`src/rtl/axi_mem_cfg.svh`:
```
/*
  Build-time sizes of the AXI memory model. Data width must be a multiple of 32
  and the burst length a power of two. Address bits above the word index are ignored.
*/
`ifndef AXI_MEM_CFG_SVH
`define AXI_MEM_CFG_SVH

`define AXI_ID_WIDTH    4
`define AXI_ADDR_WIDTH  16
`define AXI_DATA_WIDTH  32
`define AXI_STRB_WIDTH  (`AXI_DATA_WIDTH / 8)
`define AXI_BURST_LEN   4
`define MEM_ELS         256

// -------------------- derived
`define MEM_IDX_WIDTH   $clog2(`MEM_ELS)
`define BYTE_OFS_WIDTH  $clog2(`AXI_STRB_WIDTH)
`define BURST_CNT_WIDTH ((`AXI_BURST_LEN > 1) ? $clog2(`AXI_BURST_LEN) : 1)

`endif

```
`src/rtl/axi_mem_pkg.sv`:
```
/*
  Types shared by the AXI memory model. Widths follow the config header
*/
`default_nettype none

package axi_mem_pkg;

  `include "axi_mem_cfg.svh"

  typedef logic [`AXI_ID_WIDTH-1:0]    axi_id_t;
  typedef logic [`AXI_ADDR_WIDTH-1:0]  axi_addr_t;
  typedef logic [`AXI_DATA_WIDTH-1:0]  axi_data_t;
  typedef logic [`AXI_STRB_WIDTH-1:0]  axi_strb_t;
  typedef logic [1:0]                  axi_resp_t; // Only OKAY is ever returned
  typedef logic [`MEM_IDX_WIDTH-1:0]   mem_idx_t;
  typedef logic [`BURST_CNT_WIDTH-1:0] burst_cnt_t;

  typedef enum logic [1:0] {
    WR_WAIT_ADDR,
    WR_WAIT_DATA,
    WR_RESP
  } wr_state_e;

  typedef enum logic {
    RD_WAIT_ADDR,
    RD_SEND_DATA
  } rd_state_e;

endpackage

`default_nettype wire

```
`src/rtl/mem_port_if.sv`:
```
/*
  Array port between the channel engines and the storage. No handshake:
  a write lands on the edge where wr_en is high, read data is combinational
*/
`timescale 1ns/10ps
`default_nettype none

interface mem_port_if;

  logic                  wr_en;
  axi_mem_pkg::mem_idx_t  wr_idx;
  axi_mem_pkg::axi_data_t wr_data;
  axi_mem_pkg::axi_strb_t wr_strb;

  axi_mem_pkg::mem_idx_t  rd_idx;
  axi_mem_pkg::axi_data_t rd_data;

  // Write engine side
  modport mem_wr (output wr_en, output wr_idx, output wr_data, output wr_strb);

  // Read engine side
  modport mem_rd (output rd_idx, input rd_data);

  // Storage side sees both ports
  modport mem (
    input  wr_en, input wr_idx, input wr_data, input wr_strb,
    input  rd_idx,
    output rd_data
  );

endinterface

`default_nettype wire

```
`src/rtl/axi_mem_rd.sv`:
```
/*
  Read channel engine. Every burst is AXI_BURST_LEN incrementing beats,
  arlen is not looked at. Only one burst is in flight at a time
*/
`timescale 1ns/10ps
`default_nettype none

module axi_mem_rd (
  input  logic                   clk_i,
  input  logic                   reset_i,

  input  axi_mem_pkg::axi_id_t   arid_i,
  input  axi_mem_pkg::axi_addr_t araddr_i,
  input  logic                   arvalid_i,
  output logic                   arready_o,

  output axi_mem_pkg::axi_id_t   rid_o,
  output axi_mem_pkg::axi_data_t rdata_o,
  output axi_mem_pkg::axi_resp_t rresp_o,
  output logic                   rlast_o,
  output logic                   rvalid_o,
  input  logic                   rready_i,

  mem_port_if.mem_rd             mem_rd
);

  `include "axi_mem_cfg.svh"

  axi_mem_pkg::rd_state_e  state_r, state_n;
  axi_mem_pkg::axi_id_t    arid_r;
  axi_mem_pkg::axi_addr_t  araddr_r;
  axi_mem_pkg::burst_cnt_t cnt_r;
  logic                    ar_fire;
  logic                    r_fire;
  logic                    last_beat;

  assign arready_o = (state_r == axi_mem_pkg::RD_WAIT_ADDR);
  assign rvalid_o  = (state_r == axi_mem_pkg::RD_SEND_DATA);
  assign last_beat = (cnt_r == axi_mem_pkg::burst_cnt_t'(`AXI_BURST_LEN - 1));
  assign rlast_o   = rvalid_o & last_beat;
  assign rid_o     = arid_r;
  assign rresp_o   = '0;

  assign ar_fire = arvalid_i & arready_o;
  assign r_fire  = rvalid_o & rready_i;

  // -------------------- FSM
  always_comb begin
    state_n = state_r;
    case (state_r)
      axi_mem_pkg::RD_WAIT_ADDR: if (ar_fire) state_n = axi_mem_pkg::RD_SEND_DATA;
      axi_mem_pkg::RD_SEND_DATA: if (r_fire & last_beat) state_n = axi_mem_pkg::RD_WAIT_ADDR;
      default:                   state_n = axi_mem_pkg::RD_WAIT_ADDR;
    endcase
  end

  always_ff @(posedge clk_i) begin
    if (reset_i) begin
      state_r <= axi_mem_pkg::RD_WAIT_ADDR;
      cnt_r   <= '0;
    end else begin
      state_r <= state_n;
      if (ar_fire)     cnt_r <= '0;
      else if (r_fire) cnt_r <= cnt_r + 1'b1;
    end
  end

  // Beat address; held while R is stalled so the beat stays put
  always_ff @(posedge clk_i) begin
    if (ar_fire) begin
      arid_r   <= arid_i;
      araddr_r <= araddr_i;
    end else if (r_fire) begin
      araddr_r <= araddr_r + axi_mem_pkg::axi_addr_t'(`AXI_STRB_WIDTH);
    end
  end

  // -------------------- array read port
  assign mem_rd.rd_idx = araddr_r[`BYTE_OFS_WIDTH +: `MEM_IDX_WIDTH];
  assign rdata_o       = mem_rd.rd_data;

endmodule

`default_nettype wire

```
`src/flat_wrapper.sv`:
```
// flat-port wrapper written by rule: the top's interface ports become plain ports
module axi_mem_rd_flat 
  (clk_i, reset_i, arid_i, araddr_i, arvalid_i, arready_o, rid_o, rdata_o, rresp_o, rlast_o, rvalid_o, rready_i, mem_rd_rd_idx, mem_rd_rd_data);
  mem_port_if mem_rd_i ();
  input  logic clk_i;
  input  logic reset_i;
  input  axi_mem_pkg::axi_id_t arid_i;
  input  axi_mem_pkg::axi_addr_t araddr_i;
  input  logic arvalid_i;
  output logic arready_o;
  output axi_mem_pkg::axi_id_t rid_o;
  output axi_mem_pkg::axi_data_t rdata_o;
  output axi_mem_pkg::axi_resp_t rresp_o;
  output logic rlast_o;
  output logic rvalid_o;
  input  logic rready_i;
  output wire logic [$bits(mem_rd_i.rd_idx)-1:0] mem_rd_rd_idx;
  input wire logic [$bits(mem_rd_i.rd_data)-1:0] mem_rd_rd_data;
  assign mem_rd_rd_idx = mem_rd_i.rd_idx;
  assign mem_rd_i.rd_data = mem_rd_rd_data;
  axi_mem_rd u_core (.clk_i(clk_i), .reset_i(reset_i), .arid_i(arid_i), .araddr_i(araddr_i), .arvalid_i(arvalid_i), .arready_o(arready_o), .rid_o(rid_o), .rdata_o(rdata_o), .rresp_o(rresp_o), .rlast_o(rlast_o), .rvalid_o(rvalid_o), .rready_i(rready_i), .mem_rd(mem_rd_i));
endmodule
```
`config.mk`:
```
export PLATFORM = sky130hd
export DESIGN_NAME = axi_mem_rd_flat
export DESIGN_NICKNAME = d
export VERILOG_FILES = /design/src/rtl/axi_mem_pkg.sv /design/src/rtl/mem_port_if.sv /design/src/rtl/axi_mem_rd.sv /design/src/flat_wrapper.sv
export VERILOG_INCLUDE_DIRS = /design/src /design/src/rtl
export SDC_FILE = /design/constraint.sdc
export NUM_CORES = 1
export LEC_CHECK = 0
export ABC_CLOCK_PERIOD_IN_PS = 1760
export BUFFER_PORTS_ARGS = -buffer_cell sky130_fd_sc_hd__buf_2
export CELL_PAD_IN_SITES_DETAIL_PLACEMENT = 1
export CELL_PAD_IN_SITES_GLOBAL_PLACEMENT = 1
export CORE_MARGIN = 8
export CORE_UTILIZATION = 22
export CTS_CLUSTER_DIAMETER = 100
export DETAILED_ROUTE_END_ITERATION = 12
export HOLD_SLACK_MARGIN = 0.06
export PLACE_DENSITY = 0.85
export SLEW_MARGIN = 10
export SYNTH_ARGS = -nofsm -noshare
export SYNTH_HDL_FRONTEND = slang
export SYNTH_SLANG_ARGS = --single-unit
```
`constraint.sdc`:
```
create_clock -name clk_i -period 1.76 [get_ports clk_i]
set_input_delay 0.528 -clock clk_i [delete_from_list [all_inputs] [get_ports clk_i]]
set_output_delay 0.528 -clock clk_i [all_outputs]
set_load 0.01 [all_outputs]
```
==> impl_metrics.yaml, run 1 <==
routing:
  vias: 629
  routed_wirelength_mm: 2.05
  vias_per_cell: 4.14
  dr.pass1.iters: 4
  antenna_left: 0
  dr.first_iter.drc_count: 12
  drc_errors: 0
  routedWlPerCell_microns: 13.5
sta:
  finalHoldViolations: 0
  finalMaxSlewViolations: 0
  fin_crit_ps: 1590
  max_freq_mhz: 631
  setup_tns_ps: 0
  post-route-period-util_pct: 90.1
  setup_violations: 0
  fin_skew_ps: 6.07
  rsz0062_at_grt: "false"
  fin_ws_ps: 175
placed_design:
  dp.final_hpwl_mm: 1.63
  io_buffers: 30
  dpl_worst_slack_ps: 171
  postPlaceCellArea_sq_um: 920
  place.gp.congestion: 0.706
floorplanning:
  io_pins: 105
  rows: 24
  start_util_pct: 22.3
  die-height_microns: 81.6
  design.core.area_sq_um: 4230
  dieArea_sq_um: 6650
  dieWidth_microns: 81.6
critical_path:
  start_kind: "flop"
  worstPathArrival_ps: 1060
  endpoint_kind: "output port"
  crit_fanout: 3
  critical_path_required_ps: 1230
  crit_type: "flop to output port"
yosys:
  async_flop_share_pct: 0
  syn_area_per_cell_sq_um: 9.65
  synth-edff-count: 12
  synth_compound_area_share_pct: 8.33
  synth_fa_ha_area_share_pct: 2.65
  syn_inst: 98
  synth_top_family_by_area: "buffers and inverters"
  muxShareOfSynthArea_pct: 0
  syn_area_sq_um: 946
  synth_top_area_share_pct: 38.1
  yosys.area_share.simple_pct: 13.1
  synthTopCellsByCount: "buf_4 (34), edfxtp_1 (12), nand2_1 (10)"
  synth-seq-cells: 15
  synth_area_leader_cell: "edfxtp_1"
  synth_xor_area_share_pct: 2.78
  synth.top_cells.by_area: "edfxtp_1 (38%), buf_4 (27%), dfxtp_1 (6.3%), nand2_1 (4.0%), o21ai_0 (3.2%)"
  synth-main-ff-cell: "edfxtp_1"
  post_synth_num_cell_types: 22
  synth_most_common_cell: "buf_4"
  seq_area_frac_synth_pct: 44.4
  ys_warn_count: 0
layout:
  antennaDiodeCount: 0
  finalNetCount: 159
  final_area_sq_um: 966
  seqCellArea_sq_um: 420
  area_growth_pct: 2.12
  drive_above_1_share_pct: 37.0
  fillers: 501
  multi_input_area_sq_um: 262
power:
  powerDensity_nw_per_um2: 922
  vdd_ir_drop_max_uv: 171
  leakage_uw: 0.000395
cts:
  cts_buffer_depth: 2
  cts_buffers: 3
  cts_root_buf: "clkbuf_8"
  clk_pin_slew_ps: 70
  htree_levels: 1
  clk_latency_ps: 250
  post_cts_buffers: 0
  holdBufCountCts: 0
  cts.sinks: 15
  cts_tree: "yes"
  cts_resized: 0
flow_run:
  cap_violations: 0
global_routing:
  grt_usage_pct: 6.17
  antenna_found_initial: 0
  grt_overflow: 0
  grt_pass1_wl_mm: 3.14
  grt_pass1_vias: 686
  grt_max_degree: 12
worst_hold_path:
  hp-class: "input pin to flop"
run_status:
  status: "finished, final reports clean"
power by group:
| part | internal (uW) | total [uW] | leakage [uW] | switching (uW) |
|---|---|---|---|---|
| Clock | 157 | 286 | 0.0000255 | 129 |
| Combinational | 63.4 | 146 | 0.000230 | 82.8 |
| Sequential | 426 | 459 | 0.000140 | 33.1 |
| Total | 646 | 891 | 0.000395 | 245 |
per-stage QoR:
| stage | hold WS, ps | cells | total power (uW) | utilization [%] |
|---|---|---|---|---|
| after floorplan | 439 | 99 | 616 | - |
| after global placement | 457 | 148 | 608 | 21.7 |
| after detailed placement | 476 | 148 | 617 | 21.7 |
| after CTS | 440 | 152 | 905 | 22.8 |
| after global routing | 440 | 152 | 939 | 22.8 |
| final | 444 | 152 | 891 | 22.8 |
sequential cells by signal (all words and copies together), names as in the netlist:
signal / count
u_core.rid_o: 4
u_core.cnt_r: 2
u_core.rvalid_o: 1
u_core.araddr_r: 8
per-layer routing:
layer | GRT usage [%] | routed length (microns) | part of all wire [%]
met5 | 0 | 0 | 0
met4 | 5.26 | 38 | 1.9
met3 | 1.97 | 159 | 7.7
met2 | 10.6 | 1070 | 52
met1 | 5.92 | 790 | 38
worst max-delay path: stages (launching register included):
cell     delay (ps)
dfxtp_1         330
ha_1            200
and2_1          140
buf_2           140
cell type report:
cell class / instances / area share, %
multi-input combinational: 47 / 27.1
clock inverter: 1 / 0.518
sequential: 15 / 43.5
inverter: 2 / 0.777
clock buffer: 3 / 4.27
tap: 52 / 6.74
timing repair buffer: 32 / 17.1
cells in the final DEF, fill, tap and decap left out, types with 2 or more instances in the layout:
cell type and count:
buf_2 30, edfxtp_1 12, nand2_1 10, o21ai_0 6
nor2_1 5, nand3_1 4, or3_1 3, a31oi_1 3
a21oi_1 3, clkbuf_8 3, dfxtp_1 3, xor2_1 2
a211oi_1 2, ha_1 2, conb_1 2, buf_4 2
path summary, 6_finish.rpt:
kind                                              startpoint                      endpoint  slack [ps]  cells past startpoint
worst max register to register    u_core.rvalid_o$_SDFF_PP0_  u_core.araddr_r[5]$_DFFE_PP_         290                      4
worst min-delay path                               arid_i[1]     u_core.rid_o[1]$_DFFE_PP_         440                      1
worst max-delay path            u_core.cnt_r[0]$_SDFFE_PP0P_                       rlast_o         170                      3
worst min register to register  u_core.cnt_r[1]$_SDFFE_PP0P_  u_core.cnt_r[1]$_SDFFE_PP0P_         480                      2
cell families (layout without fill, tap and decap cells):
logic type | after synthesis | count (layout)
other | 1 | 2
AOI/OAI and AO/OA | 14 | 14
buffers and inverters | 37 | 38
and+or+nand+nor | 26 | 26
adders and majority gates | 2 | 2
DFF | 15 | 15
xor gates and xnor gates | 3 | 3
Power figures use the tool's default switching activity.
==> inputs of run 2 (changes only) <==
--- a/config.mk
+++ b/config.mk
@@ -8,14 +8,14 @@
 export LEC_CHECK = 0
 export ABC_CLOCK_PERIOD_IN_PS = 1760
 export BUFFER_PORTS_ARGS = -buffer_cell sky130_fd_sc_hd__buf_2
-export CELL_PAD_IN_SITES_DETAIL_PLACEMENT = 1
-export CELL_PAD_IN_SITES_GLOBAL_PLACEMENT = 1
+export CELL_PAD_IN_SITES_DETAIL_PLACEMENT = 0
+export CELL_PAD_IN_SITES_GLOBAL_PLACEMENT = 2
 export CORE_MARGIN = 8
-export CORE_UTILIZATION = 22
+export CORE_UTILIZATION = 16
 export CTS_CLUSTER_DIAMETER = 100
 export DETAILED_ROUTE_END_ITERATION = 12
 export HOLD_SLACK_MARGIN = 0.06
-export PLACE_DENSITY = 0.85
+export PLACE_DENSITY = 0.84
 export SLEW_MARGIN = 10
 export SYNTH_ARGS = -nofsm -noshare
 export SYNTH_HDL_FRONTEND = slang
==> run 2 against run 1 <==
Fmax increased by 1.3%. Routed wire length decreased by 2.4%. Register-to-register slack improved by 70 ps. Worst setup slack improved by 21 ps. Sequential share of layout area decreased by 1.3 points. Critical path type unchanged. Largest power group unchanged. Highest routed layer unchanged.
==> impl_metrics.yaml, run 2 (synthesis results as in run 1) <==
global_routing:
  grt_max_degree: 12
  grt_overflow: 0
  grt_pass1_vias: 659
  grt_pass1_wl_mm: 3.11
  grt_usage_pct: 4.66
  antenna_found_initial: 0
routing:
  routedWlPerCell_microns: 11.4
  vias_per_cell: 3.47
  dr.pass1.iters: 4
  dr.first_iter.drc_count: 29
  routed_wirelength_mm: 2.00
  antenna_left: 0
  vias: 608
  drc_errors: 0
cts:
  cts_resized: 0
  post_cts_buffers: 0
  cts_root_buf: "clkbuf_8"
  cts_buffer_depth: 2
  clk_pin_slew_ps: 70
  cts_buffers: 3
  cts.sinks: 15
  cts_tree: "yes"
  holdBufCountCts: 0
  htree_levels: 1
  clk_latency_ps: 250
power:
  vdd_ir_drop_max_uv: 223
  powerDensity_nw_per_um2: 893
  leakage_uw: 0.000396
layout:
  area_growth_pct: 5.16
  final_common_cell: "buf_2"
  mostFrequentLayoutCells: "buf_2 (30), edfxtp_1 (12), nand2_1 (10)"
  largest_reg_flops: 8
  drive_above_1_share_pct: 37.0
  finalNetCount: 159
  top_register: "u_core.araddr_r"
  stdcell_count: 175
  antennaDiodeCount: 0
sta:
  post-route-period-util_pct: 88.9
  rsz0062_at_grt: "false"
  max_freq_mhz: 639
  setup_tns_ps: 0
  setup_violations: 0
  holdWs_ps: 450
  finalMaxSlewViolations: 0
  fin_crit_ps: 1560
  finalHoldViolations: 0
  fin_skew_ps: 2.41
run_status:
  status: "finished, final reports clean"
floorplanning:
  dieArea_sq_um: 8630
  design.core.area_sq_um: 5820
  rows: 28
  start_util_pct: 16.3
  dieWidth_microns: 92.9
  die-height_microns: 92.9
  io_pins: 105
critical_path:
  r2r_slack_ps: 360
  endpoint_kind: "output port"
  critical_path_required_ps: 1230
  worstPathArrival_ps: 1040
  crit_type: "flop to output port"
  r2r-start: "u_core.rvalid_o$_SDFF_PP0_"
  start_kind: "flop"
  worst_r2r_path_depth: 4
  worstReg2RegEnd: "u_core.araddr_r[5]$_DFFE_PP_"
  crit_fanout: 3
placed_design:
  place.gp.congestion: 0.685
  io_buffers: 30
  placed_cells: 171
worst_hold_path:
  hold_path_end: "u_core.rid_o[2]$_DFFE_PP_"
  hp-class: "input pin to flop"
  hp-start: "arid_i[2]"
  hold_depth: 1
flow_run:
  cap_violations: 0
-- run 2: cell counts in the layout (fill, tap and decap cells not counted) --
Identical to the previous run, type by type.
-- run 2: worst max-delay path by stage --
stage	from	to	slack (ps)	depth (start not counted)
floorplan	u_core.araddr_r[2]$_DFFE_PP_	u_core.araddr_r[8]$_DFFE_PP_	450	4
global placement	arvalid_i	u_core.araddr_r[5]$_DFFE_PP_	180	5
detailed placement	arvalid_i	u_core.araddr_r[5]$_DFFE_PP_	190	5
CTS	u_core.cnt_r[0]$_SDFFE_PP0P_	rlast_o	180	3
global route	u_core.cnt_r[0]$_SDFFE_PP0P_	rlast_o	120	3
finish	u_core.cnt_r[0]$_SDFFE_PP0P_	rlast_o	200	3
-- run 2: final cells by class --
class / count / area [sq um]
fill: 669 / 4820
sequential: 15 / 420
multi-input combinational: 47 / 262
timing repair buffer: 32 / 165
tap: 75 / 93.8
clock buffer: 3 / 41.3
inverter: 2 / 7.51
clock inverter: 1 / 5.00
-- run 2: report_power, final --
part           switching [uW]  internal (uW)  total [uW]
Combinational            79.7           63.8         143
Clock                     132            157         289
Sequential               30.8            425         456
Total                     242            646         888
-- run 2: stage by stage --
step	total power (uW)	setup WS (ps)	utilization, %	cell area, sq um
final	888	196	17.1	995
after global placement	611	184	16.3	948
after global routing	940	122	17.1	995
after CTS	907	177	17.1	995
after floorplan	616	452	-	950
after detailed placement	613	192	16.3	948
-- run 2: worst max-delay path: stages (launching register included) --
cell	delay [ps]
dfxtp_1	330
ha_1	180
and2_1	140
buf_2	140
-- run 2: routing by layer --
layer / vias up / GRT usage, % / routed length, microns
met4: 0 / 4.43 / 49
met3: 6 / 2.02 / 220
met1: 278 / 4.00 / 707
met5: - / 0 / 0
li1: 302 / - / -
met2: 22 / 7.99 / 1030
