<file path="config.mk">
export PLATFORM = sky130hd
export DESIGN_NAME = axi_mem_wr_flat
export DESIGN_NICKNAME = d
export VERILOG_FILES = /design/src/rtl/axi_mem_pkg.sv /design/src/rtl/mem_port_if.sv /design/src/rtl/axi_mem_wr.sv /design/src/flat_wrapper.sv
export VERILOG_INCLUDE_DIRS = /design/src /design/src/rtl
export SDC_FILE = /design/constraint.sdc
export NUM_CORES = 1
export LEC_CHECK = 0
export BUFFER_PORTS_ARGS = -buffer_cell sky130_fd_sc_hd__buf_2
export CORE_MARGIN = 2
export CORE_UTILIZATION = 33
export CTS_CLUSTER_DIAMETER = 200
export CTS_CLUSTER_SIZE = 12
export DETAILED_ROUTE_END_ITERATION = 16
export GPL_TIMING_DRIVEN = 0
export PLACE_DENSITY = 0.81
export SLEW_MARGIN = 20
export SYNTH_ARGS = -nofsm -noshare
export SYNTH_HDL_FRONTEND = slang
export SYNTH_SLANG_ARGS = --single-unit
</file>
<file path="constraint.sdc">
create_clock -name clk_i -period 1.9 [get_ports clk_i]
set_input_delay 0.19 -clock clk_i [delete_from_list [all_inputs] [get_ports clk_i]]
set_output_delay 0.19 -clock clk_i [all_outputs]
set_load 0.1 [all_outputs]
</file>
<file path="src/rtl/axi_mem_cfg.svh">
/*
  Build-time sizes of the AXI memory model. Data width must be a multiple of 32
  and the burst length a power of two. Address bits above the word index are ignored.
*/
`ifndef AXI_MEM_CFG_SVH
`define AXI_MEM_CFG_SVH

`define AXI_ID_WIDTH    4
`define AXI_ADDR_WIDTH  16
`define AXI_DATA_WIDTH  32
`define AXI_STRB_WIDTH  (`AXI_DATA_WIDTH / 8)
`define AXI_BURST_LEN   4
`define MEM_ELS         256

// -------------------- derived
`define MEM_IDX_WIDTH   $clog2(`MEM_ELS)
`define BYTE_OFS_WIDTH  $clog2(`AXI_STRB_WIDTH)
`define BURST_CNT_WIDTH ((`AXI_BURST_LEN > 1) ? $clog2(`AXI_BURST_LEN) : 1)

`endif

</file>
<file path="src/rtl/axi_mem_pkg.sv">
/*
  Types shared by the AXI memory model. Widths follow the config header
*/
`default_nettype none

package axi_mem_pkg;

  `include "axi_mem_cfg.svh"

  typedef logic [`AXI_ID_WIDTH-1:0]    axi_id_t;
  typedef logic [`AXI_ADDR_WIDTH-1:0]  axi_addr_t;
  typedef logic [`AXI_DATA_WIDTH-1:0]  axi_data_t;
  typedef logic [`AXI_STRB_WIDTH-1:0]  axi_strb_t;
  typedef logic [1:0]                  axi_resp_t; // Only OKAY is ever returned
  typedef logic [`MEM_IDX_WIDTH-1:0]   mem_idx_t;
  typedef logic [`BURST_CNT_WIDTH-1:0] burst_cnt_t;

  typedef enum logic [1:0] {
    WR_WAIT_ADDR,
    WR_WAIT_DATA,
    WR_RESP
  } wr_state_e;

  typedef enum logic {
    RD_WAIT_ADDR,
    RD_SEND_DATA
  } rd_state_e;

endpackage

`default_nettype wire

</file>
<file path="src/rtl/mem_port_if.sv">
/*
  Array port between the channel engines and the storage. No handshake:
  a write lands on the edge where wr_en is high, read data is combinational
*/
`timescale 1ns/10ps
`default_nettype none

interface mem_port_if;

  logic                  wr_en;
  axi_mem_pkg::mem_idx_t  wr_idx;
  axi_mem_pkg::axi_data_t wr_data;
  axi_mem_pkg::axi_strb_t wr_strb;

  axi_mem_pkg::mem_idx_t  rd_idx;
  axi_mem_pkg::axi_data_t rd_data;

  // Write engine side
  modport mem_wr (output wr_en, output wr_idx, output wr_data, output wr_strb);

  // Read engine side
  modport mem_rd (output rd_idx, input rd_data);

  // Storage side sees both ports
  modport mem (
    input  wr_en, input wr_idx, input wr_data, input wr_strb,
    input  rd_idx,
    output rd_data
  );

endinterface

`default_nettype wire

</file>
<file path="src/rtl/axi_mem_wr.sv">
/*
  Write channel engine. One transaction at a time, burst ends on wlast.
  awlen, size and burst type are ignored and bursts always increment
*/
`timescale 1ns/10ps
`default_nettype none

module axi_mem_wr (
  input  logic                   clk_i,
  input  logic                   reset_i,

  input  axi_mem_pkg::axi_id_t   awid_i,
  input  axi_mem_pkg::axi_addr_t awaddr_i,
  input  logic                   awvalid_i,
  output logic                   awready_o,

  input  axi_mem_pkg::axi_data_t wdata_i,
  input  axi_mem_pkg::axi_strb_t wstrb_i,
  input  logic                   wlast_i,
  input  logic                   wvalid_i,
  output logic                   wready_o,

  output axi_mem_pkg::axi_id_t   bid_o,
  output axi_mem_pkg::axi_resp_t bresp_o,
  output logic                   bvalid_o,
  input  logic                   bready_i,

  mem_port_if.mem_wr             mem_wr
);

  `include "axi_mem_cfg.svh"

  axi_mem_pkg::wr_state_e state_r, state_n;
  axi_mem_pkg::axi_id_t   awid_r;
  axi_mem_pkg::axi_addr_t awaddr_r;
  logic                   aw_fire;
  logic                   w_fire;

  assign awready_o = (state_r == axi_mem_pkg::WR_WAIT_ADDR);
  assign wready_o  = (state_r == axi_mem_pkg::WR_WAIT_DATA);
  assign bvalid_o  = (state_r == axi_mem_pkg::WR_RESP);
  assign bid_o     = awid_r;
  assign bresp_o   = '0;

  assign aw_fire = awvalid_i & awready_o;
  assign w_fire  = wvalid_i & wready_o;

  // -------------------- FSM
  always_comb begin
    state_n = state_r;
    case (state_r)
      axi_mem_pkg::WR_WAIT_ADDR: if (aw_fire) state_n = axi_mem_pkg::WR_WAIT_DATA;
      axi_mem_pkg::WR_WAIT_DATA: if (w_fire & wlast_i) state_n = axi_mem_pkg::WR_RESP;
      axi_mem_pkg::WR_RESP:      if (bready_i) state_n = axi_mem_pkg::WR_WAIT_ADDR;
      default:                   state_n = axi_mem_pkg::WR_WAIT_ADDR;
    endcase
  end

  always_ff @(posedge clk_i) begin
    if (reset_i) state_r <= axi_mem_pkg::WR_WAIT_ADDR;
    else         state_r <= state_n;
  end

  // Address steps one word per accepted beat
  always_ff @(posedge clk_i) begin
    if (aw_fire) begin
      awid_r   <= awid_i;
      awaddr_r <= awaddr_i;
    end else if (w_fire) begin
      awaddr_r <= awaddr_r + axi_mem_pkg::axi_addr_t'(`AXI_STRB_WIDTH);
    end
  end

  // -------------------- array write port
  assign mem_wr.wr_en   = w_fire;
  assign mem_wr.wr_idx  = awaddr_r[`BYTE_OFS_WIDTH +: `MEM_IDX_WIDTH]; // Wraps modulo depth
  assign mem_wr.wr_data = wdata_i;
  assign mem_wr.wr_strb = wstrb_i;

endmodule

`default_nettype wire

</file>
<file path="src/flat_wrapper.sv">
// flat-port wrapper written by rule: the top's interface ports become plain ports
module axi_mem_wr_flat 
  (clk_i, reset_i, awid_i, awaddr_i, awvalid_i, awready_o, wdata_i, wstrb_i, wlast_i, wvalid_i, wready_o, bid_o, bresp_o, bvalid_o, bready_i, mem_wr_wr_en, mem_wr_wr_idx, mem_wr_wr_data, mem_wr_wr_strb);
  mem_port_if mem_wr_i ();
  input  logic clk_i;
  input  logic reset_i;
  input  axi_mem_pkg::axi_id_t awid_i;
  input  axi_mem_pkg::axi_addr_t awaddr_i;
  input  logic awvalid_i;
  output logic awready_o;
  input  axi_mem_pkg::axi_data_t wdata_i;
  input  axi_mem_pkg::axi_strb_t wstrb_i;
  input  logic wlast_i;
  input  logic wvalid_i;
  output logic wready_o;
  output axi_mem_pkg::axi_id_t bid_o;
  output axi_mem_pkg::axi_resp_t bresp_o;
  output logic bvalid_o;
  input  logic bready_i;
  output wire logic [$bits(mem_wr_i.wr_en)-1:0] mem_wr_wr_en;
  output wire logic [$bits(mem_wr_i.wr_idx)-1:0] mem_wr_wr_idx;
  output wire logic [$bits(mem_wr_i.wr_data)-1:0] mem_wr_wr_data;
  output wire logic [$bits(mem_wr_i.wr_strb)-1:0] mem_wr_wr_strb;
  assign mem_wr_wr_en = mem_wr_i.wr_en;
  assign mem_wr_wr_idx = mem_wr_i.wr_idx;
  assign mem_wr_wr_data = mem_wr_i.wr_data;
  assign mem_wr_wr_strb = mem_wr_i.wr_strb;
  axi_mem_wr u_core (.clk_i(clk_i), .reset_i(reset_i), .awid_i(awid_i), .awaddr_i(awaddr_i), .awvalid_i(awvalid_i), .awready_o(awready_o), .wdata_i(wdata_i), .wstrb_i(wstrb_i), .wlast_i(wlast_i), .wvalid_i(wvalid_i), .wready_o(wready_o), .bid_o(bid_o), .bresp_o(bresp_o), .bvalid_o(bvalid_o), .bready_i(bready_i), .mem_wr(mem_wr_i));
endmodule
</file>
==> results of run 1 <==
cell usage after synthesis:
cell type                  count
sky130_fd_sc_hd__buf_4        39
sky130_fd_sc_hd__edfxtp_1     12
sky130_fd_sc_hd__nand2_1       8
sky130_fd_sc_hd__o21ai_0       6
sky130_fd_sc_hd__nand3_1       5
sky130_fd_sc_hd__nor2_1        5
sky130_fd_sc_hd__a31oi_1       2
sky130_fd_sc_hd__dfxtp_1       2
sky130_fd_sc_hd__inv_1         2
sky130_fd_sc_hd__or3_1         2
sky130_fd_sc_hd__xnor2_1       2
sky130_fd_sc_hd__a21oi_1       1
sky130_fd_sc_hd__a32oi_1       1
sky130_fd_sc_hd__and2_1        1
sky130_fd_sc_hd__and2b_1       1
sky130_fd_sc_hd__buf_6         1
sky130_fd_sc_hd__conb_1        1
sky130_fd_sc_hd__ha_1          1
sky130_fd_sc_hd__inv_2         1
sky130_fd_sc_hd__nand4_1       1
sky130_fd_sc_hd__nor2b_1       1
sky130_fd_sc_hd__nor3_1        1
sky130_fd_sc_hd__o211ai_1      1
sky130_fd_sc_hd__or2_2         1
sky130_fd_sc_hd__or3b_1        1
sky130_fd_sc_hd__or4_1         1
sky130_fd_sc_hd__xor2_1        1
routing by layer:
metal  global-route usage (%)  wire length [µm]  vias up
met5                        0                 0        -
met4                     3.99                12        0
met3                     3.79               229        2
met2                     22.6              1140       50
met1                     13.4               764      369
li1                         -                 -      448
sequential cells by signal, indices dropped and copies added, names as in the netlist:
register         cells
u_core.awaddr_r      8
u_core.bid_o         4
u_core.state_r       2
cells by family (layout without fill, tap and decap cells):
group	Yosys count	count (layout)	synth area share, %
other	1	2	0.390
flip-flops	14	14	41.6
AO/OA/AOI/OAI	11	11	6.63
AND/OR/NAND/NOR	28	28	14.6
buffers and inverters	43	116	32.8
adder cells (fa/ha/maj)	1	1	1.30
XOR/XNOR	3	3	2.73
through the flow:
stage               cells  utilization (%)
floorplan             102                -
global placement      202             49.5
detailed placement    202             49.5
CTS                   206             50.4
global route          206             50.4
finish                206             50.4
final timing paths:
| kind | to | slack, ns | from |
|---|---|---|---|
| hold reg to reg | u_core.state_r[0]$_SDFFE_PP0P_ | 0.54 | u_core.state_r[1]$_SDFFE_PP0P_ |
| hold / removal | u_core.state_r[0]$_SDFFE_PP0P_ | 0.09 | reset_i |
| setup / recovery | u_core.awaddr_r[7]$_DFFE_PP_ | 0.29 | u_core.state_r[1]$_SDFFE_PP0P_ |
| setup reg to reg | u_core.awaddr_r[7]$_DFFE_PP_ | 0.29 | u_core.state_r[1]$_SDFFE_PP0P_ |
worst max-delay path: stages (launching register included):
cell and delay [ns]:
sky130_fd_sc_hd__dfxtp_1 0.37, sky130_fd_sc_hd__or3b_1 0.38, sky130_fd_sc_hd__buf_6 0.15, sky130_fd_sc_hd__inv_2 0.05, sky130_fd_sc_hd__buf_4 0.18, sky130_fd_sc_hd__or2_4 0.21
where the power goes:
part | internal, mW | total (mW) | switching (mW)
clock | 0.0811 | 0.171 | 0.0903
sequential | 0.379 | 0.409 | 0.0299
combinational | 0.153 | 0.807 | 0.654
total | 0.613 | 1.39 | 0.774
layout make-up:
class / instances / area (µm²)
fill: 282 / 1370
sequential: 14 / 402
timing repair buffer: 69 / 345
buffer: 40 / 304
multi-input combinational: 45 / 263
tap: 31 / 38.8
clock buffer: 4 / 26.3
inverter: 3 / 11.3
==> flow_metrics.py, run 1 <==
metrics = {
    "layout": {
        "commonest_non_fill_non_tap_cell_in_the_layout": "sky130_fd_sc_hd__buf_2",
        "layout-drive-gt1-share_pct": 66.9,
        "num-nets-final": 239,
        "layout.cells.most_common_list": "sky130_fd_sc_hd__buf_2, sky130_fd_sc_hd__buf_4, sky130_fd_sc_hd__edfxtp_1",
        "final_area_um2": 1390,
        "area_growth_pct": 44.5,
        "insertedDiodeCount": 0,
    },
    "floorplan": {
        "num_io_pins": 116,
        "start_util_pct": 34.9,
        "die_x_um": 58.0,
        "core_region_area_um2": 2760,
        "die_area_um2": 3360,
        "chipHeight_um": 58.0,
        "num_rows": 19,
    },
    "pwr": {
        "p_per_area_nw_per_um2": 998,
        "power.total_mw": 1.39,
        "vdd.ir_drop.worst_mv": 0.597,
        "static-leakage-power_nw": 0.731,
    },
    "routing": {
        "ant_nets": 0,
        "detailedRoute.firstIterationViolations": 13,
        "via_count": 869,
        "dr.pass1.iters": 4,
        "wirelength_per_cell_um": 10.4,
        "detail_route.vias_per_cell": 4.22,
        "route.final.wire_length_mm": 2.15,
        "drt_drc_violations_left": 0,
    },
    "sta": {
        "final.period_utilization_pct": 84.9,
        "final_max_slew_viol_count": 0,
        "max_freq_mhz": 620,
        "hold_viol_final": 0,
        "final_critical_delay_including_setup_and_external_delays_ns": 1.61,
        "timing.final.ws_setup_ns": 0.286,
        "clock-skew-final_ns": 0.00831,
        "final.hold.worst_slack_ns": 0.0872,
        "report.final.setup_viol": 0,
        "rsz_0062_raised_after_global_routing": "no",
        "setup_tns_ns": 0,
    },
    "global_route": {
        "grt_overflow": 0,
        "first_global_vias": 775,
        "grt_start_max_net_pins": 14,
        "antenna_found_initial": 0,
        "global_route.usage.total_pct": 12.3,
        "first_pass_grt_wire_length_mm": 3.18,
    },
    "synthesis": {
        "synth.area.top_cells": "sky130_fd_sc_hd__edfxtp_1, sky130_fd_sc_hd__buf_4, sky130_fd_sc_hd__dfxtp_1, sky130_fd_sc_hd__o21ai_0, sky130_fd_sc_hd__nand2_1",
        "yosys.cell_types.count": 27,
        "ys_ff_latch": 14,
        "syn_avg_cell_area_um2": 9.53,
        "synth_area_leader_cell": "sky130_fd_sc_hd__edfxtp_1",
        "seq_area_frac_synth_pct": 41.6,
        "synth_top_area_share_pct": 37.5,
        "synth-warning-count": 0,
        "mappedNetlistArea_um2": 962,
        "synthCells": 101,
    },
    "placement": {
        "finalWeightedCongestion": 0.648,
        "dpl_cell_area_um2": 1360,
        "detailed_place_hpwl_mm": 1.85,
        "placement.setup.worst_slack_ns": 0.284,
        "placement.io_buffers": 69,
    },
    "worst_setup_path": {
        "r2r.worst_path.cells": 5,
        "timing.setup.critical_path_class": "register to register",
        "kind_of_end_point_of_the_critical_path": "register",
        "cp.arrival_ns": 1.59,
        "critPathMaxFanout": 13,
        "setup.worst_path.start_class": "register",
        "worstPathRequired_ns": 1.88,
    },
    "cts": {
        "ctsHoldBuffers": 0,
        "clkSinkCount": 14,
        "cts_buffers": 3,
        "tritoncts": "built",
        "clk_path_buf_depth": 2,
        "cts.root.buffer_cell": "sky130_fd_sc_hd__clkbuf_4",
        "postCtsSetupRepairBufs": 0,
        "post_cts_resize_count": 0,
        "clock_insertion_delay_worst_skew_ns": 0.27,
        "worst_setup_hold_path_clk_slew_ns": 0.08,
        "cts_max_level": 1,
    },
    "run": {
        "max_cap_viol_count": 0,
    },
    "hold_path": {
        "timing.hold.worst.class": "primary input to register",
        "worstHoldPathCells": 2,
    },
    "run_status": {
        "result_of_the_run": "complete, no violations",
    },
}
No activity file was read; power rests on OpenSTA's default activity.
==> run 2: changes to the inputs <==
==> constraint.sdc (replaced) <==
create_clock -name clk_i -period 1.7 [get_ports clk_i]
set_input_delay 0.17 -clock clk_i [delete_from_list [all_inputs] [get_ports clk_i]]
set_output_delay 0.17 -clock clk_i [all_outputs]
set_load 0.1 [all_outputs]
==> run 2 against run 1 <==
  * Cell count unchanged
  * Non-clock buffer count unchanged
  * Sequential share of layout area down 0.13 points
  * Sequential power rose by 12%
  * Worst setup slack worse by 0.17 ns
  * Critical path type unchanged
==> flow_metrics.py, run 2 (synthesis gave the netlist of run 1 again) <==
metrics = {
    "sta": {
        "final.period_utilization_pct": 93.5,
        "max_freq_mhz": 629,
        "final_critical_delay_including_setup_and_external_delays_ns": 1.59,
        "final_max_slew_viol_count": 0,
        "hold_viol_final": 0,
        "clock-skew-final_ns": 0.00378,
        "timing.final.ws_setup_ns": 0.111,
        "report.final.setup_viol": 0,
        "rsz_0062_raised_after_global_routing": "no",
        "setup_tns_ns": 0,
        "final.hold.worst_slack_ns": 0.0549,
    },
    "pwr": {
        "power_switching_share_pct": 56.0,
        "switchingPower_mw": 0.869,
        "vdd.ir_drop.worst_mv": 0.674,
        "share_comb_of_total_power_pct": 58.3,
        "power.total_mw": 1.55,
        "p_int_mw": 0.682,
        "p_per_area_nw_per_um2": 1110,
        "static-leakage-power_nw": 0.732,
        "power.share.sequential_pct": 29.5,
        "pwr-share-clk_pct": 12.3,
    },
    "routing": {
        "drt_drc_violations_left": 0,
        "dr.pass1.iters": 4,
        "via_count": 857,
        "detailedRoute.firstIterationViolations": 2,
        "route.final.wire_length_mm": 2.12,
        "wirelength_per_cell_um": 10.3,
        "ant_nets": 0,
        "detail_route.vias_per_cell": 4.16,
    },
    "global_route": {
        "grt_overflow": 0,
        "grt_start_max_net_pins": 14,
        "first_pass_grt_wire_length_mm": 3.22,
        "antenna_found_initial": 0,
        "first_global_vias": 813,
        "global_route.usage.total_pct": 12.5,
    },
    "cts": {
        "clock_insertion_delay_worst_skew_ns": 0.27,
        "cts.root.buffer_cell": "sky130_fd_sc_hd__clkbuf_4",
        "cts_buffers": 3,
        "clkSinkCount": 14,
        "cts_max_level": 1,
        "postCtsSetupRepairBufs": 0,
        "clk_path_buf_depth": 2,
        "worst_setup_hold_path_clk_slew_ns": 0.09,
        "tritoncts": "built",
    },
    "worst_setup_path": {
        "critPathMaxFanout": 13,
        "crit_top_cell": "sky130_fd_sc_hd__buf_6",
        "worstPathRequired_ns": 1.69,
        "setup.worst_path.start_class": "register",
        "crit_path_max_incr_delay_ns": 0.38,
        "kind_of_end_point_of_the_critical_path": "register",
        "timing.setup.critical_path_class": "register to register",
        "critical_path.cell_chain": "or3b_1 > buf_6 > inv_2 > buf_6 > or2_4",
        "cp.arrival_ns": 1.58,
        "slowest_stage": "sky130_fd_sc_hd__or3b_1",
    },
    "layout": {
        "insertedDiodeCount": 0,
        "largest_register_ff_count": 8,
        "filler_cell_count": 275,
        "commonest_non_fill_non_tap_cell_in_the_layout": "sky130_fd_sc_hd__buf_2",
        "layout-drive-gt1-share_pct": 68.0,
        "num-nets-final": 239,
        "layout.cells.most_common_list": "sky130_fd_sc_hd__buf_2, sky130_fd_sc_hd__buf_4, sky130_fd_sc_hd__edfxtp_1",
        "largest_register": "u_core.awaddr_r",
        "area_growth_pct": 45.1,
    },
    "floorplan": {
        "die_area_um2": 3360,
        "die_x_um": 58.0,
        "num_io_pins": 116,
        "core_region_area_um2": 2760,
        "chipHeight_um": 58.0,
        "num_rows": 19,
        "start_util_pct": 34.9,
    },
    "placement": {
        "placement.io_buffers": 69,
        "placement.setup.worst_slack_ns": 0.0637,
        "finalWeightedCongestion": 0.651,
        "detailed_place_hpwl_mm": 1.79,
    },
    "hold_path": {
        "timing.hold.worst.class": "primary input to register",
    },
    "run": {
        "max_cap_viol_count": 0,
    },
    "run_status": {
        "result_of_the_run": "complete, no violations",
    },
}
==> run 2: routing by layer <==
layer	global-route usage, %	vias to the layer above	wire length, µm	part of all wire [%]
li1	-	450	-	-
met1	14.1	348	771	36
met2	21.3	57	1060	50
met3	3.35	2	266	13
met4	6.98	0	18	0.85
met5	0	-	0	0
==> run 2: final timing paths <==
check / to / cells after the start / slack [ns] / start
setup / recovery: u_core.awaddr_r[7]$_DFFE_PP_ / 5 / 0.11 / u_core.state_r[1]$_SDFFE_PP0P_
hold / removal: u_core.state_r[1]$_SDFFE_PP0P_ / 2 / 0.05 / reset_i
setup reg to reg: u_core.awaddr_r[7]$_DFFE_PP_ / 5 / 0.11 / u_core.state_r[1]$_SDFFE_PP0P_
hold reg to reg: u_core.state_r[0]$_SDFFE_PP0P_ / 1 / 0.56 / u_core.state_r[1]$_SDFFE_PP0P_
==> run 2: through the flow <==
| stage | instances | utilization [%] | cell area [µm²] |
|---|---|---|---|
| final | 206 | 50.6 | 1400 |
| after global routing | 206 | 50.6 | 1400 |
| after CTS | 206 | 50.5 | 1390 |
| after detailed placement | 202 | 49.5 | 1370 |
| after global placement | 202 | 49.5 | 1370 |
| after floorplan | 102 | - | 982 |
==> run 2: critical path: cells and delay by family (launching register included) <==
family / cells / cell delay (ns)
buffers and inverters: 3 / 0.34
and+or+nand+nor: 2 / 0.58
DFF: 1 / 0.37
==> run 2: area by class of cell <==
| type | instances | area [µm²] | share of cell area (%) |
|---|---|---|---|
| Timing Repair Buffer | 69 | 345 | 24.7 |
| Clock buffer | 3 | 22.5 | 1.61 |
| Clock inverter | 1 | 3.75 | 0.269 |
| Tap cell | 31 | 38.8 | 2.78 |
| Sequential cell | 14 | 402 | 28.8 |
| Inverter | 3 | 11.3 | 0.806 |
| Buffer | 40 | 308 | 22.0 |
| Multi-Input combinational cell | 45 | 265 | 19.0 |
==> run 2: repair_timing <==
item	4_1_cts	5_1_grt
resized for setup	0	1
endpoints found under the setup margin	0	8
hold endpoints to repair	0	0
hold buffers	0	0
==> run 2: power by group through the flow <==
stage	combinational, mW	sequential, mW	clock [mW]
after floorplan	0.563	0.694	0
after global placement	0.901	0.464	0
after detailed placement	0.906	0.466	0
after CTS	0.907	0.458	0.205
after global routing	0.939	0.463	0.216
final	0.904	0.457	0.191
